File: config.mk
export PLATFORM = sky130hd
export DESIGN_NAME = lisp_core
export DESIGN_NICKNAME = d
export VERILOG_FILES = /design/src/lisp_pkg.sv /design/src/core_ctrl_if.sv /design/src/slot_decode.sv /design/src/op_sequencer.sv /design/src/stack_alu.sv /design/src/stack_datapath.sv /design/src/lisp_core.sv
export SDC_FILE = /design/constraint.sdc
export NUM_CORES = 1
export LEC_CHECK = 0
export BUFFER_PORTS_ARGS = -buffer_cell sky130_fd_sc_hd__buf_2
export CAP_MARGIN = 5
export CORE_UTILIZATION = 25
export DETAILED_ROUTE_END_ITERATION = 8
export SLEW_MARGIN = 15
export SYNTH_ARGS = -nofsm -noshare
export SYNTH_HDL_FRONTEND = slang
export SYNTH_SLANG_ARGS = --single-unit
File: constraint.sdc
create_clock -name clk -period 6 [get_ports clk]
set_clock_uncertainty 0.1 [all_clocks]
set_input_delay 1.2 -clock clk [delete_from_list [all_inputs] [get_ports clk]]
set_output_delay 1.2 -clock clk [all_outputs]
set_load 0.03 [all_outputs]
File: src/lisp_pkg.sv
`default_nettype none

package lisp_pkg;

	localparam int WORD_W = 20;
	localparam int ADDR_W = 16;
	localparam int TAG_W = 4;
	localparam int IP_W = 18;
	localparam int MEM_SIZE = 8192;
	localparam int OP_W = 5;

	// Opcodes with both top bits set carry an immediate
	typedef enum logic [OP_W-1:0] {
		OP_NOP = 5'd0,
		OP_POP = 5'd3,
		OP_LOAD = 5'd4,
		OP_STORE = 5'd5,
		OP_ADD = 5'd6,
		OP_SUB = 5'd7,
		OP_GTR = 5'd9,
		OP_GTE = 5'd10,
		OP_EQ = 5'd11,
		OP_NEQ = 5'd12,
		OP_DUP = 5'd13,
		OP_GETTAG = 5'd14,
		OP_SETTAG = 5'd15,
		OP_AND = 5'd16,
		OP_OR = 5'd17,
		OP_XOR = 5'd18,
		OP_LSHIFT = 5'd19,
		OP_RSHIFT = 5'd20,
		OP_PUSH = 5'd25,
		OP_GOTO = 5'd26,
		OP_BFALSE = 5'd27
	} opcode_e;

	typedef enum logic [2:0] {
		STATE_IADDR_ISSUE = 3'd0,
		STATE_DECODE = 3'd1,
		STATE_GOT_NOS = 3'd2,
		STATE_LOAD_TOS1 = 3'd3,
		STATE_PUSH_MEM_RESULT = 3'd4
	} state_e;

	typedef enum logic [1:0] {SP_CURRENT, SP_DECREMENT, SP_INCREMENT} sp_sel_e;

	typedef enum logic [2:0] {
		TOS_CURRENT,
		TOS_TAG,
		TOS_PARAM,
		TOS_SETTAG,
		TOS_ALU,
		TOS_MEMORY
	} tos_sel_e;

	typedef enum logic [1:0] {MA_IP_NEXT, MA_SP, MA_TOS, MA_SP_MINUS_ONE} ma_sel_e;

	typedef enum logic {MW_TOS, MW_MEM_READ} mw_sel_e;

	typedef enum logic [1:0] {IP_CURRENT, IP_NEXT, IP_BRANCH} ip_sel_e;

	// One memory word, seen as tagged data or as four opcode slots
	typedef union packed {
		struct packed {
			logic [TAG_W-1:0] tag;
			logic [ADDR_W-1:0] value;
		} data;
		// Slot 0 sits in the top bits
		logic [0:3][OP_W-1:0] slots;
	} mem_word_u;

endpackage

`default_nettype wire

File: src/core_ctrl_if.sv
`default_nettype none

interface core_ctrl_if;
	import lisp_pkg::*;

	sp_sel_e sp_sel;
	tos_sel_e tos_sel;
	ma_sel_e ma_sel;
	mw_sel_e mw_sel;
	ip_sel_e ip_sel;
	opcode_e alu_op;
	logic write_en;
	state_e state;

	modport sequencer (
		output sp_sel,
		output tos_sel,
		output ma_sel,
		output mw_sel,
		output ip_sel,
		output alu_op,
		output write_en,
		output state
	);

	modport datapath (
		input sp_sel,
		input tos_sel,
		input ma_sel,
		input mw_sel,
		input ip_sel,
		input alu_op,
		input write_en,
		input state
	);

endinterface

`default_nettype wire

File: src/slot_decode.sv
`default_nettype none

module slot_decode (
	input logic clk,
	input logic rst_n,
	input lisp_pkg::state_e state,
	input lisp_pkg::mem_word_u mem_read_value,
	input logic [1:0] slot,
	output lisp_pkg::opcode_e opcode,
	output logic [lisp_pkg::WORD_W-1:0] param
);
	import lisp_pkg::*;

	mem_word_u latched_word;
	mem_word_u cur_word;

	// Cleared to an all-NOP word so the first fetch advances by one slot
	always_ff @(posedge clk)
	begin
		if (!rst_n)
			latched_word <= '0;
		else if (state == STATE_DECODE)
			latched_word <= mem_read_value;
	end

	// The fetched word is only on the bus during DECODE
	always_comb
	begin
		if (state == STATE_DECODE)
			cur_word = mem_read_value;
		else
			cur_word = latched_word;
	end

	always_comb
	begin
		opcode = opcode_e'(cur_word.slots[slot]);
		case (slot)
			2'd0:
				param = {{5{cur_word.slots[1][OP_W-1]}}, cur_word.slots[1],
					cur_word.slots[2], cur_word.slots[3]};
			2'd1:
				param = {{10{cur_word.slots[2][OP_W-1]}}, cur_word.slots[2],
					cur_word.slots[3]};
			2'd2:
				param = {{15{cur_word.slots[3][OP_W-1]}}, cur_word.slots[3]};
			default:
				param = '0;
		endcase
	end

	state_legal: assert property (@(posedge clk) disable iff (!rst_n)
		state inside {STATE_IADDR_ISSUE, STATE_DECODE, STATE_GOT_NOS,
			STATE_LOAD_TOS1, STATE_PUSH_MEM_RESULT});

endmodule

`default_nettype wire

File: src/op_sequencer.sv
`default_nettype none

module op_sequencer (
	input logic clk,
	input logic rst_n,
	input lisp_pkg::opcode_e opcode,
	input logic tos_zero,
	core_ctrl_if.sequencer ctrl
);
	import lisp_pkg::*;

	state_e state_q;
	state_e state_next;

	always_ff @(posedge clk)
	begin
		if (!rst_n)
			state_q <= STATE_IADDR_ISSUE;
		else
			state_q <= state_next;
	end

	assign ctrl.state = state_q;

	always_comb
	begin
		state_next = state_q;
		ctrl.sp_sel = SP_CURRENT;
		ctrl.tos_sel = TOS_CURRENT;
		ctrl.ma_sel = MA_IP_NEXT;
		ctrl.mw_sel = MW_TOS;
		ctrl.ip_sel = IP_CURRENT;
		ctrl.alu_op = opcode;
		ctrl.write_en = 1'b0;

		case (state_q)
			STATE_IADDR_ISSUE:
			begin
				ctrl.ip_sel = IP_NEXT;
				state_next = STATE_DECODE;
			end

			STATE_DECODE:
			begin
				case (opcode)
					OP_POP:
					begin
						ctrl.ma_sel = MA_SP;
						ctrl.sp_sel = SP_INCREMENT;
						state_next = STATE_PUSH_MEM_RESULT;
					end

					OP_LOAD:
					begin
						// Replace the top of stack with the word it points at
						ctrl.ma_sel = MA_TOS;
						state_next = STATE_PUSH_MEM_RESULT;
					end

					OP_GETTAG:
					begin
						ctrl.tos_sel = TOS_TAG;
						ctrl.ip_sel = IP_NEXT;
						state_next = STATE_DECODE;
					end

					OP_STORE, OP_ADD, OP_SUB, OP_GTR, OP_GTE, OP_EQ, OP_NEQ,
					OP_SETTAG, OP_AND, OP_OR, OP_XOR, OP_LSHIFT, OP_RSHIFT:
					begin
						// Fetch the next-on-stack first
						ctrl.ma_sel = MA_SP;
						state_next = STATE_GOT_NOS;
					end

					OP_DUP, OP_PUSH:
					begin
						// Spill the old top of stack below the stack pointer
						ctrl.sp_sel = SP_DECREMENT;
						ctrl.ma_sel = MA_SP_MINUS_ONE;
						ctrl.mw_sel = MW_TOS;
						ctrl.write_en = 1'b1;
						if (opcode == OP_PUSH)
							ctrl.tos_sel = TOS_PARAM;
						state_next = STATE_IADDR_ISSUE;
					end

					OP_GOTO:
					begin
						ctrl.ip_sel = IP_BRANCH;
						state_next = STATE_DECODE;
					end

					OP_BFALSE:
					begin
						ctrl.ip_sel = tos_zero ? IP_BRANCH : IP_NEXT;
						ctrl.ma_sel = MA_SP;
						ctrl.sp_sel = SP_INCREMENT;
						state_next = STATE_PUSH_MEM_RESULT;
					end

					default:
					begin
						ctrl.ip_sel = IP_NEXT;
						state_next = STATE_DECODE;
					end
				endcase
			end

			// Next-on-stack is on the read bus here
			STATE_GOT_NOS:
			begin
				ctrl.sp_sel = SP_INCREMENT;
				if (opcode == OP_STORE)
				begin
					ctrl.ma_sel = MA_TOS;
					ctrl.mw_sel = MW_MEM_READ;
					ctrl.write_en = 1'b1;
					state_next = STATE_LOAD_TOS1;
				end
				else
				begin
					ctrl.tos_sel = (opcode == OP_SETTAG) ? TOS_SETTAG : TOS_ALU;
					ctrl.ip_sel = IP_NEXT;
					state_next = STATE_DECODE;
				end
			end

			STATE_LOAD_TOS1:
			begin
				ctrl.ma_sel = MA_SP;
				ctrl.sp_sel = SP_INCREMENT;
				state_next = STATE_PUSH_MEM_RESULT;
			end

			STATE_PUSH_MEM_RESULT:
			begin
				ctrl.tos_sel = TOS_MEMORY;
				// A taken or untaken bfalse already moved the pointer
				if (opcode != OP_BFALSE)
					ctrl.ip_sel = IP_NEXT;
				state_next = STATE_DECODE;
			end

			default:
				state_next = STATE_IADDR_ISSUE;
		endcase
	end

	no_write_in_fetch: assert property (@(posedge clk) disable iff (!rst_n)
		(state_q == STATE_IADDR_ISSUE) |-> !ctrl.write_en);

	decode_write_to_stack: assert property (@(posedge clk) disable iff (!rst_n)
		(state_q == STATE_DECODE && ctrl.write_en)
			|-> ctrl.ma_sel inside {MA_SP, MA_SP_MINUS_ONE});

endmodule

`default_nettype wire

File: src/stack_alu.sv
`default_nettype none

module stack_alu (
	input lisp_pkg::opcode_e alu_op,
	input logic [lisp_pkg::ADDR_W-1:0] tos,
	input logic [lisp_pkg::ADDR_W-1:0] nos,
	output logic [lisp_pkg::ADDR_W-1:0] alu_result
);
	import lisp_pkg::*;

	logic [ADDR_W-1:0] diff;
	logic zero;
	logic negative;

	// Compares all fall out of one subtractor
	assign diff = tos - nos;
	assign zero = (diff == '0);
	assign negative = diff[ADDR_W-1];

	always_comb
	begin
		case (alu_op)
			OP_ADD: alu_result = tos + nos;
			OP_SUB: alu_result = diff;
			OP_GTR: alu_result = ADDR_W'(!negative && !zero);
			OP_GTE: alu_result = ADDR_W'(!negative);
			OP_EQ: alu_result = ADDR_W'(zero);
			OP_NEQ: alu_result = ADDR_W'(!zero);
			OP_AND: alu_result = tos & nos;
			OP_OR: alu_result = tos | nos;
			OP_XOR: alu_result = tos ^ nos;
			OP_LSHIFT: alu_result = tos << nos;
			OP_RSHIFT: alu_result = tos >> nos;
			default: alu_result = '0;
		endcase
	end

endmodule

`default_nettype wire

File: src/stack_datapath.sv
`default_nettype none

module stack_datapath (
	input logic clk,
	input logic rst_n,
	core_ctrl_if.datapath ctrl,
	input lisp_pkg::opcode_e opcode,
	input logic [lisp_pkg::WORD_W-1:0] param,
	input logic [lisp_pkg::ADDR_W-1:0] alu_result,
	input lisp_pkg::mem_word_u mem_read_value,
	output logic [1:0] slot,
	output logic [lisp_pkg::ADDR_W-1:0] tos,
	output logic tos_zero,
	output logic [lisp_pkg::ADDR_W-1:0] memory_address,
	output logic [lisp_pkg::WORD_W-1:0] mem_write_value,
	output logic mem_write_enable
);
	import lisp_pkg::*;

	mem_word_u tos_q;
	mem_word_u tos_next;
	logic [ADDR_W-1:0] sp_q;
	logic [ADDR_W-1:0] sp_next;
	logic [ADDR_W-1:0] sp_minus_one;
	logic [IP_W-1:0] ip_q;
	logic [IP_W-1:0] ip_next;
	logic [IP_W-1:0] ip_word_base;
	logic has_imm;

	assign sp_minus_one = sp_q - ADDR_W'(1);
	assign ip_word_base = {ip_q[IP_W-1:2], 2'b00};
	assign has_imm = (opcode[OP_W-1 -: 2] == 2'b11);

	always_comb
	begin
		case (ctrl.sp_sel)
			SP_DECREMENT: sp_next = sp_minus_one;
			SP_INCREMENT: sp_next = sp_q + ADDR_W'(1);
			default: sp_next = sp_q;
		endcase
	end

	always_comb
	begin
		tos_next = tos_q;
		case (ctrl.tos_sel)
			TOS_TAG:
			begin
				tos_next.data.tag = '0;
				tos_next.data.value = ADDR_W'(tos_q.data.tag);
			end
			TOS_PARAM: tos_next = param;
			// New tag comes from the low bits of next-on-stack
			TOS_SETTAG: tos_next.data.tag = mem_read_value.data.value[TAG_W-1:0];
			TOS_ALU: tos_next.data.value = alu_result;
			TOS_MEMORY: tos_next = mem_read_value;
			default: tos_next = tos_q;
		endcase
	end

	always_comb
	begin
		case (ctrl.ip_sel)
			IP_NEXT:
			begin
				// An immediate fills the rest of the word
				if (has_imm)
					ip_next = ip_word_base + IP_W'(4);
				else
					ip_next = ip_q + IP_W'(1);
			end
			IP_BRANCH: ip_next = ip_word_base + {param[IP_W-3:0], 2'b00};
			default: ip_next = ip_q;
		endcase
	end

	always_ff @(posedge clk)
	begin
		if (!rst_n)
		begin
			tos_q <= '0;
			sp_q <= ADDR_W'(MEM_SIZE - 8);
			// Wraps to word 0 slot 0 on the first fetch
			ip_q <= '1;
		end
		else
		begin
			tos_q <= tos_next;
			sp_q <= sp_next;
			ip_q <= ip_next;
		end
	end

	always_comb
	begin
		case (ctrl.ma_sel)
			MA_SP: memory_address = sp_q;
			MA_TOS: memory_address = tos_q.data.value;
			MA_SP_MINUS_ONE: memory_address = sp_minus_one;
			default: memory_address = ip_next[IP_W-1:2];
		endcase
	end

	assign mem_write_value = (ctrl.mw_sel == MW_MEM_READ) ? mem_read_value : tos_q;
	assign mem_write_enable = ctrl.write_en;

	assign slot = ip_q[1:0];
	assign tos = tos_q.data.value;
	assign tos_zero = (tos_q.data.value == '0);

endmodule

`default_nettype wire

File: src/lisp_core.sv
`default_nettype none

module lisp_core (
	input logic clk,
	input logic rst_n,
	output logic [lisp_pkg::ADDR_W-1:0] memory_address,
	input logic [lisp_pkg::WORD_W-1:0] mem_read_value,
	output logic [lisp_pkg::WORD_W-1:0] mem_write_value,
	output logic mem_write_enable
);
	import lisp_pkg::*;

	opcode_e opcode;
	logic [WORD_W-1:0] param;
	logic [1:0] slot;
	logic [ADDR_W-1:0] tos;
	logic tos_zero;
	logic [ADDR_W-1:0] alu_result;

	core_ctrl_if ctrl ();

	slot_decode slot_decode_inst (
		.clk(clk),
		.rst_n(rst_n),
		.state(ctrl.state),
		.mem_read_value(mem_read_value),
		.slot(slot),
		.opcode(opcode),
		.param(param)
	);

	op_sequencer op_sequencer_inst (
		.clk(clk),
		.rst_n(rst_n),
		.opcode(opcode),
		.tos_zero(tos_zero),
		.ctrl(ctrl.sequencer)
	);

	// Next-on-stack arrives straight off the read bus
	stack_alu stack_alu_inst (
		.alu_op(ctrl.alu_op),
		.tos(tos),
		.nos(mem_read_value[ADDR_W-1:0]),
		.alu_result(alu_result)
	);

	stack_datapath stack_datapath_inst (
		.clk(clk),
		.rst_n(rst_n),
		.ctrl(ctrl.datapath),
		.opcode(opcode),
		.param(param),
		.alu_result(alu_result),
		.mem_read_value(mem_read_value),
		.slot(slot),
		.tos(tos),
		.tos_zero(tos_zero),
		.memory_address(memory_address),
		.mem_write_value(mem_write_value),
		.mem_write_enable(mem_write_enable)
	);

endmodule

`default_nettype wire

======== After elaboration in Yosys (flattened, before gate mapping) ========
Index checks and enable logic that the tools add are counted.
word-level totals
  register bits after elaboration ......... 77
  bits of input ports ..................... 22
  output and inout bits ................... 37
cells by class
  $add $sub $neg .......................... 7
  order comparisons ....................... 1
  equality and inequality tests ........... 40
  shift operators ......................... 2
  mux-type cells .......................... 35
  bitwise operators ....................... 4
  reductions and logical operators ........ 19
operators with widths
  cell                   count
  $pmux 16 s11           1
  $pmux 16 s4            1
  $pmux 20 s3            1
  $pmux 16 s3            1
  $eq 5x5->1 const B     8
  $mux 20                2
  $pmux 18 s2            1
  $eq 5x4->1 const B     7
  $logic_not 16->1       2
  $pmux 16 s2            1
  $eq 5x3->1 const B     4
  $add 18x1->18 const B  1
  $add 18x18->18         1
  $add 18x3->18 const B  1
  $mux 18                1
  $pmux 2 s3             3
  $pmux 3 s3             2
  $reduce_or 17->1       1
  $add 16x1->16 const B  1
  $add 16x16->16         1
  $and 16x16->16         1
  $or 16x16->16          1
  $pmux 4 s4             1
  $shl 16x16->16         1
  33 further kinds       63

======== Logic depth before layout (Yosys ltp) ========
  depth after elaboration ................. 12
  mapped depth ............................ 20

======== Modules after synthesis ========
Synthesis repeated with hierarchy kept, for this count alone.
second synthesis, totals
  cell total of the unflattened synthesis .. 1512
  area total of the unflattened synthesis .. 10955.5 sq um
by module, submodules not included
  module          times used  cells an instance  area an instance (sq um)  sequential area each (sq um)
  stack_datapath  1           690                5226.3                    1081.0
  stack_alu       1           593                3878.7                    0.0
  slot_decode     1           138                1206.2                    400.4
  op_sequencer    1           91                 644.4                     60.1

======== Worst setup path after synthesis ========
OpenSTA, ideal clock, no wires.
  path kind ............................... in2out
  start point ............................. input port mem_read_value[1] (netlist bit)
  end point ............................... output port memory_address[14] (netlist bit)
  arrival ................................. 4.931 ns
  path slack .............................. -0.231 ns
  cell stages on the path ................. 17
  buffers on the path ..................... 5
  path through ............................ clkbuf_1 > mux2i_1 > mux4_2 > buf_2 > nor2b_1 > o21ai_1 > a21oi_1 > a21oi_1 > o21ai_0 > a21oi_1 > o32ai_1 > ha_1 > clkbuf_1 > clkbuf_1 > clkbuf_1 > a22oi_1 > a31oi_1
on the way
  word-level cells in the longest chain between the ends .. 11
ends and longest elaborated chain
  element                                          RTL line              text
  from (decl)                                      lisp_core.sv:7        input logic [lisp_pkg::WORD_W-1:0] mem_read_value,
  $mux 20 (*)                                      slot_decode.sv:29     if (state == STATE_DECODE)
  $bmux 5 s2                                       slot_decode.sv:37     opcode = opcode_e'(cur_word.slots[slot]);
  $mux 5 (not written as such) (2 in a row)        slot_decode.sv:37
  $eq 5x2->1 (tied with other cells)               op_sequencer.sv:45    case (opcode)
  $reduce_or 17->1 (no line)                       -
  $pmux 2 s3                                       op_sequencer.sv:45
  $pmux 2 s4                                       op_sequencer.sv:36    case (state_q)
  $eq 2x2->1 / $eq 2x1->1 (equally long branches)  stack_datapath.sv:63  case (ctrl.ip_sel)
  $pmux 18 s2                                      stack_datapath.sv:63
  $pmux 16 s3 (*)                                  stack_datapath.sv:96  case (ctrl.ma_sel)
  to (decl)                                        lisp_core.sv:6        output logic [lisp_pkg::ADDR_W-1:0] memory_address,
Mark *: on every way between the ends. The rest lies on a longest branch, timed or not. The select of a mux whose other input is x is not followed.

======== Worst setup path in the final report ========
  start point ............................. input port mem_read_value[9] (netlist bit)
  end point ............................... output port memory_address[15] (netlist bit)
The elaborated chain is that of the path after synthesis.

==> reports/metrics.yaml <==
clock_tree:
  clk_latency_ps: 360
  root_buffer: "clkbuf_16"
  cts_tree: "done"
  h-tree-depth: 3
  numCtsBuffers: 9
  cts_num_sinks: 77
  clk_pin_slew_ps: 60
  clock_path_buffers: 2
cells_and_area:
  utilization_pct: 29.9
  layout_commonest_cell: "nand2_1"
  finalInstanceArea_um2: 12000
  final_cell_mix: "165 x nand2_1, 158 x nor2_1, 143 x a21oi_1"
  fin_nets: 1632
  multi_input_area_um2: 8120
  fillers: 4344
  drive_gt1_share_pct: 17.3
  seqCellArea_um2: 1540
  area_growth_pct: 17.1
  n_antenna_cell: 0
power_and_ir_drop:
  switching_power_mw: 3.43
  seq_power_share_pct: 12.4
  leakagePower_nw: 4.97
  clkPwrFrac_pct: 9.3
  peakVddDrop_mv: 0.741
  swShare_pct: 55.6
  combPwrFrac_pct: 78.4
  p_int_mw: 2.74
  power.total_mw: 6.18
  pwr_density_cell_nw_per_um2: 516
setup_path:
  required_ps: 4700
  timing_worst_setup_path_type: "in -> out"
  critPathSlowestCell: "a2111oi_2"
  cp_cell_sequence: "buf_2 -> buf_4 -> mux2_2 -> a22oi_2 -> a21oi_1 -> ha_1 -> a2111oi_2 -> o211ai_1 -> a41o_1 -> a21oi_1 -> xor2_1 -> mux2_2 -> a31oi_4 -> clkbuf_4"
  cp_slowest_stage_delay_ps: 410
  arrival_ps: 4610
  critical_path.endpoint_type: "output pin"
  reg2regPathDepth: 13
  start_kind: "input pin"
  rr_startpoint: "stack_datapath_inst.tos_q[0]"
  critPathMaxFanout: 6
  r2r_setup_slack_ps: 1330
  r2r_end: "stack_datapath_inst.tos_q[0]"
sta:
  finalSetupViolations: 0
  hold_viol: 0
  whs_ps: 357
  fin_crit_sh_pct: 98.5
  maxSlewViolCount: 0
  maxSlewHeadroom_pct: 32.4
  fmax_ghz: 0.169
  period_needed_ps: 5910
  worstMarginPinSlew_ps: 1010
  fin_tns_setup_ps: 0
global_route:
  grt_max_degree: 43
  gr-usage-all-layers_pct: 21.1
  antenna_found_initial: 0
  gr-total-overflow: 0
  grt_pass1_wl_mm: 67.5
  grt_pass1_vias: 10900
run_status:
  status: "completed"
synth:
  syn_area_um2: 10200
  async_flop_share_pct: 0
  ys.flop_type: "dfxtp_1"
  syn_inst: 1466
  syn_nets: 1563
  yosysUniqueCellTypes: 84
  syn_avg_cell_area_um2: 6.98
  yosysWarnings: 0
  ys_ff_latch: 77
  synth_edf_count: 0
  ys_seq_area_share_pct: 15.1
drt:
  first_pass_iters: 6
  drc: 0
  vias: 12100
  finalWirelength_mm: 44.7
  via_per_inst: 5.84
  first_iter_violations: 1349
  wire_per_inst_um: 21.6
  detail-route-antenna-nets: 0
place:
  dpl_cell_area_um2: 11500
  port_buffers: 58
  dpl.hpwl_mm: 34.3
  gp_congestion: 0.973
worst_hold_path:
  hold_path_class: "reg -> reg"
  min_to: "slot_decode_inst.latched_word[19]"
  min_from: "slot_decode_inst.latched_word[19]"
  min_path_cells: 2
flow_run:
  drv_cap: 0
die:
  ios: 59
  core-area_um2: 40100
  die_h_um: 204
  num_rows: 73
  design.die.area_um2: 41700
  start_util_pct: 25.5
  chipWidth_um: 204
-- timing repair --
action                                 4_1_cts  5_1_grt
pin swaps                                    0        6
setup endpoints to repair                    1       15
hold buffers                                 0        0
gates resized for setup                      1       20
endpoints found under the hold margin        0        0
setup buffers                                0        8
-- final cells by class --
class	instances	share of cell area, %
Clock buffer	14	2.37
Clock inverter	2	0.125
Inverter	66	2.10
Multi-Input combinational cell	1217	67.8
Sequential cell	77	12.9
Tap cell	525	5.48
Timing Repair Buffer	164	9.28
-- through the flow --
stage               setup WS [ps]  std cells
floorplan                    11.0       1466
global placement             40.6       2041
detailed placement          -35.7       2041
CTS                          8.37       2057
global route                -27.9       2065
finish                       92.0       2065
-- metal layers --
| layer | wire [um] | vias to the layer above | share of wire [%] | track usage [%] |
|---|---|---|---|---|
| li1 | - | 5501 | - | - |
| met1 | 19700 | 5819 | 44 | 29.3 |
| met2 | 19900 | 626 | 44 | 33.0 |
| met3 | 3590 | 105 | 8.0 | 3.16 |
| met4 | 1540 | 0 | 3.4 | 7.36 |
| met5 | 0 | - | 0 | 0 |
-- sequential cells by signal, indices dropped and copies added (netlist names) --
name / cells
op_sequencer_inst.ctrl.state: 3
stack_datapath_inst.sp_q: 16
stack_datapath_inst.tos_q: 20
stack_datapath_inst.ip_q: 18
slot_decode_inst.latched_word: 20
-- power groups by stage --
stage                     clock network, mW  logic, mW  registers (mW)
after floorplan                           0       3.22           0.717
after global placement                    0       4.58           0.763
after detailed placement                  0       4.61           0.767
after CTS                             0.580       4.64           0.756
after global routing                  0.604       5.19           0.776
final                                 0.571       4.84           0.765
-- critical path: cells and delay by family --
family	cells	cell delay (ps)
AOI/OAI and AO/OA	7	1670
muxes	2	700
buffers and inverters	3	480
adders and majority gates	1	370
xor gates and xnor gates	1	190
-- worst max path at each step --
stage / startpoint / end / slack [ps]
4_1_cts: mem_read_value[3] / memory_address[8] / 8
5_1_grt: mem_read_value[9] / memory_address[15] / -30
3_3_place_gp: mem_read_value[3] / memory_address[8] / 40
3_5_place_dp: mem_read_value[9] / memory_address[15] / -40
6_report: mem_read_value[9] / memory_address[15] / 90
2_1_floorplan: mem_read_value[1] / memory_address[7] / 10
-- cells in the mapped netlist, types with 6 or more instances --
| master | n | area [um2] |
|---|---|---|
| a2111oi_0 | 7 | 61.3 |
| a211o_1 | 7 | 61.3 |
| a211oi_1 | 21 | 158 |
| a21boi_0 | 6 | 45.0 |
| a21o_1 | 15 | 113 |
| a21oi_1 | 149 | 746 |
| a221oi_1 | 17 | 149 |
| a22o_1 | 9 | 78.8 |
| a22oi_1 | 20 | 150 |
| a31oi_1 | 15 | 93.8 |
| and2_1 | 11 | 68.8 |
| and3_1 | 12 | 75.1 |
| buf_1 | 9 | 33.8 |
| buf_2 | 16 | 80.1 |
| clkbuf_1 | 75 | 282 |
| dfxtp_1 | 77 | 1540 |
| ha_1 | 72 | 901 |
| inv_1 | 63 | 236 |
| mux2_2 | 16 | 180 |
| mux2i_1 | 48 | 480 |
| mux4_2 | 14 | 315 |
| nand2_1 | 165 | 619 |
| nand2b_1 | 14 | 87.6 |
| nand3_1 | 35 | 175 |
| nand4_1 | 14 | 87.6 |
| nor2_1 | 159 | 597 |
| nor2b_1 | 9 | 56.3 |
| nor3_1 | 40 | 200 |
| nor3b_1 | 7 | 52.6 |
| nor4_1 | 16 | 100 |
| o211ai_1 | 18 | 135 |
| o21ai_0 | 100 | 500 |
| o21ai_1 | 7 | 35.0 |
| o21bai_1 | 11 | 82.6 |
| o22ai_1 | 26 | 163 |
| or2_2 | 12 | 75.1 |
| or3_1 | 19 | 119 |
| or4_1 | 7 | 52.6 |
| xnor2_1 | 25 | 219 |
| xor2_1 | 17 | 149 |
-- cell families (layout without fill, tap and decap cells) --
family,count (synthesis),count (layout),share of synthesized area [%]
flip-flops,77,77,15.1
adder cells (fa/ha/maj),75,75,9.39
AND/OR/NAND/NOR,541,541,25.2
AO/OA/AOI/OAI,480,480,30.3
buffers and inverters,172,246,6.87
XOR/XNOR,42,42,3.59
multiplexers,79,79,9.65
(Power assumes the default switching activity.)
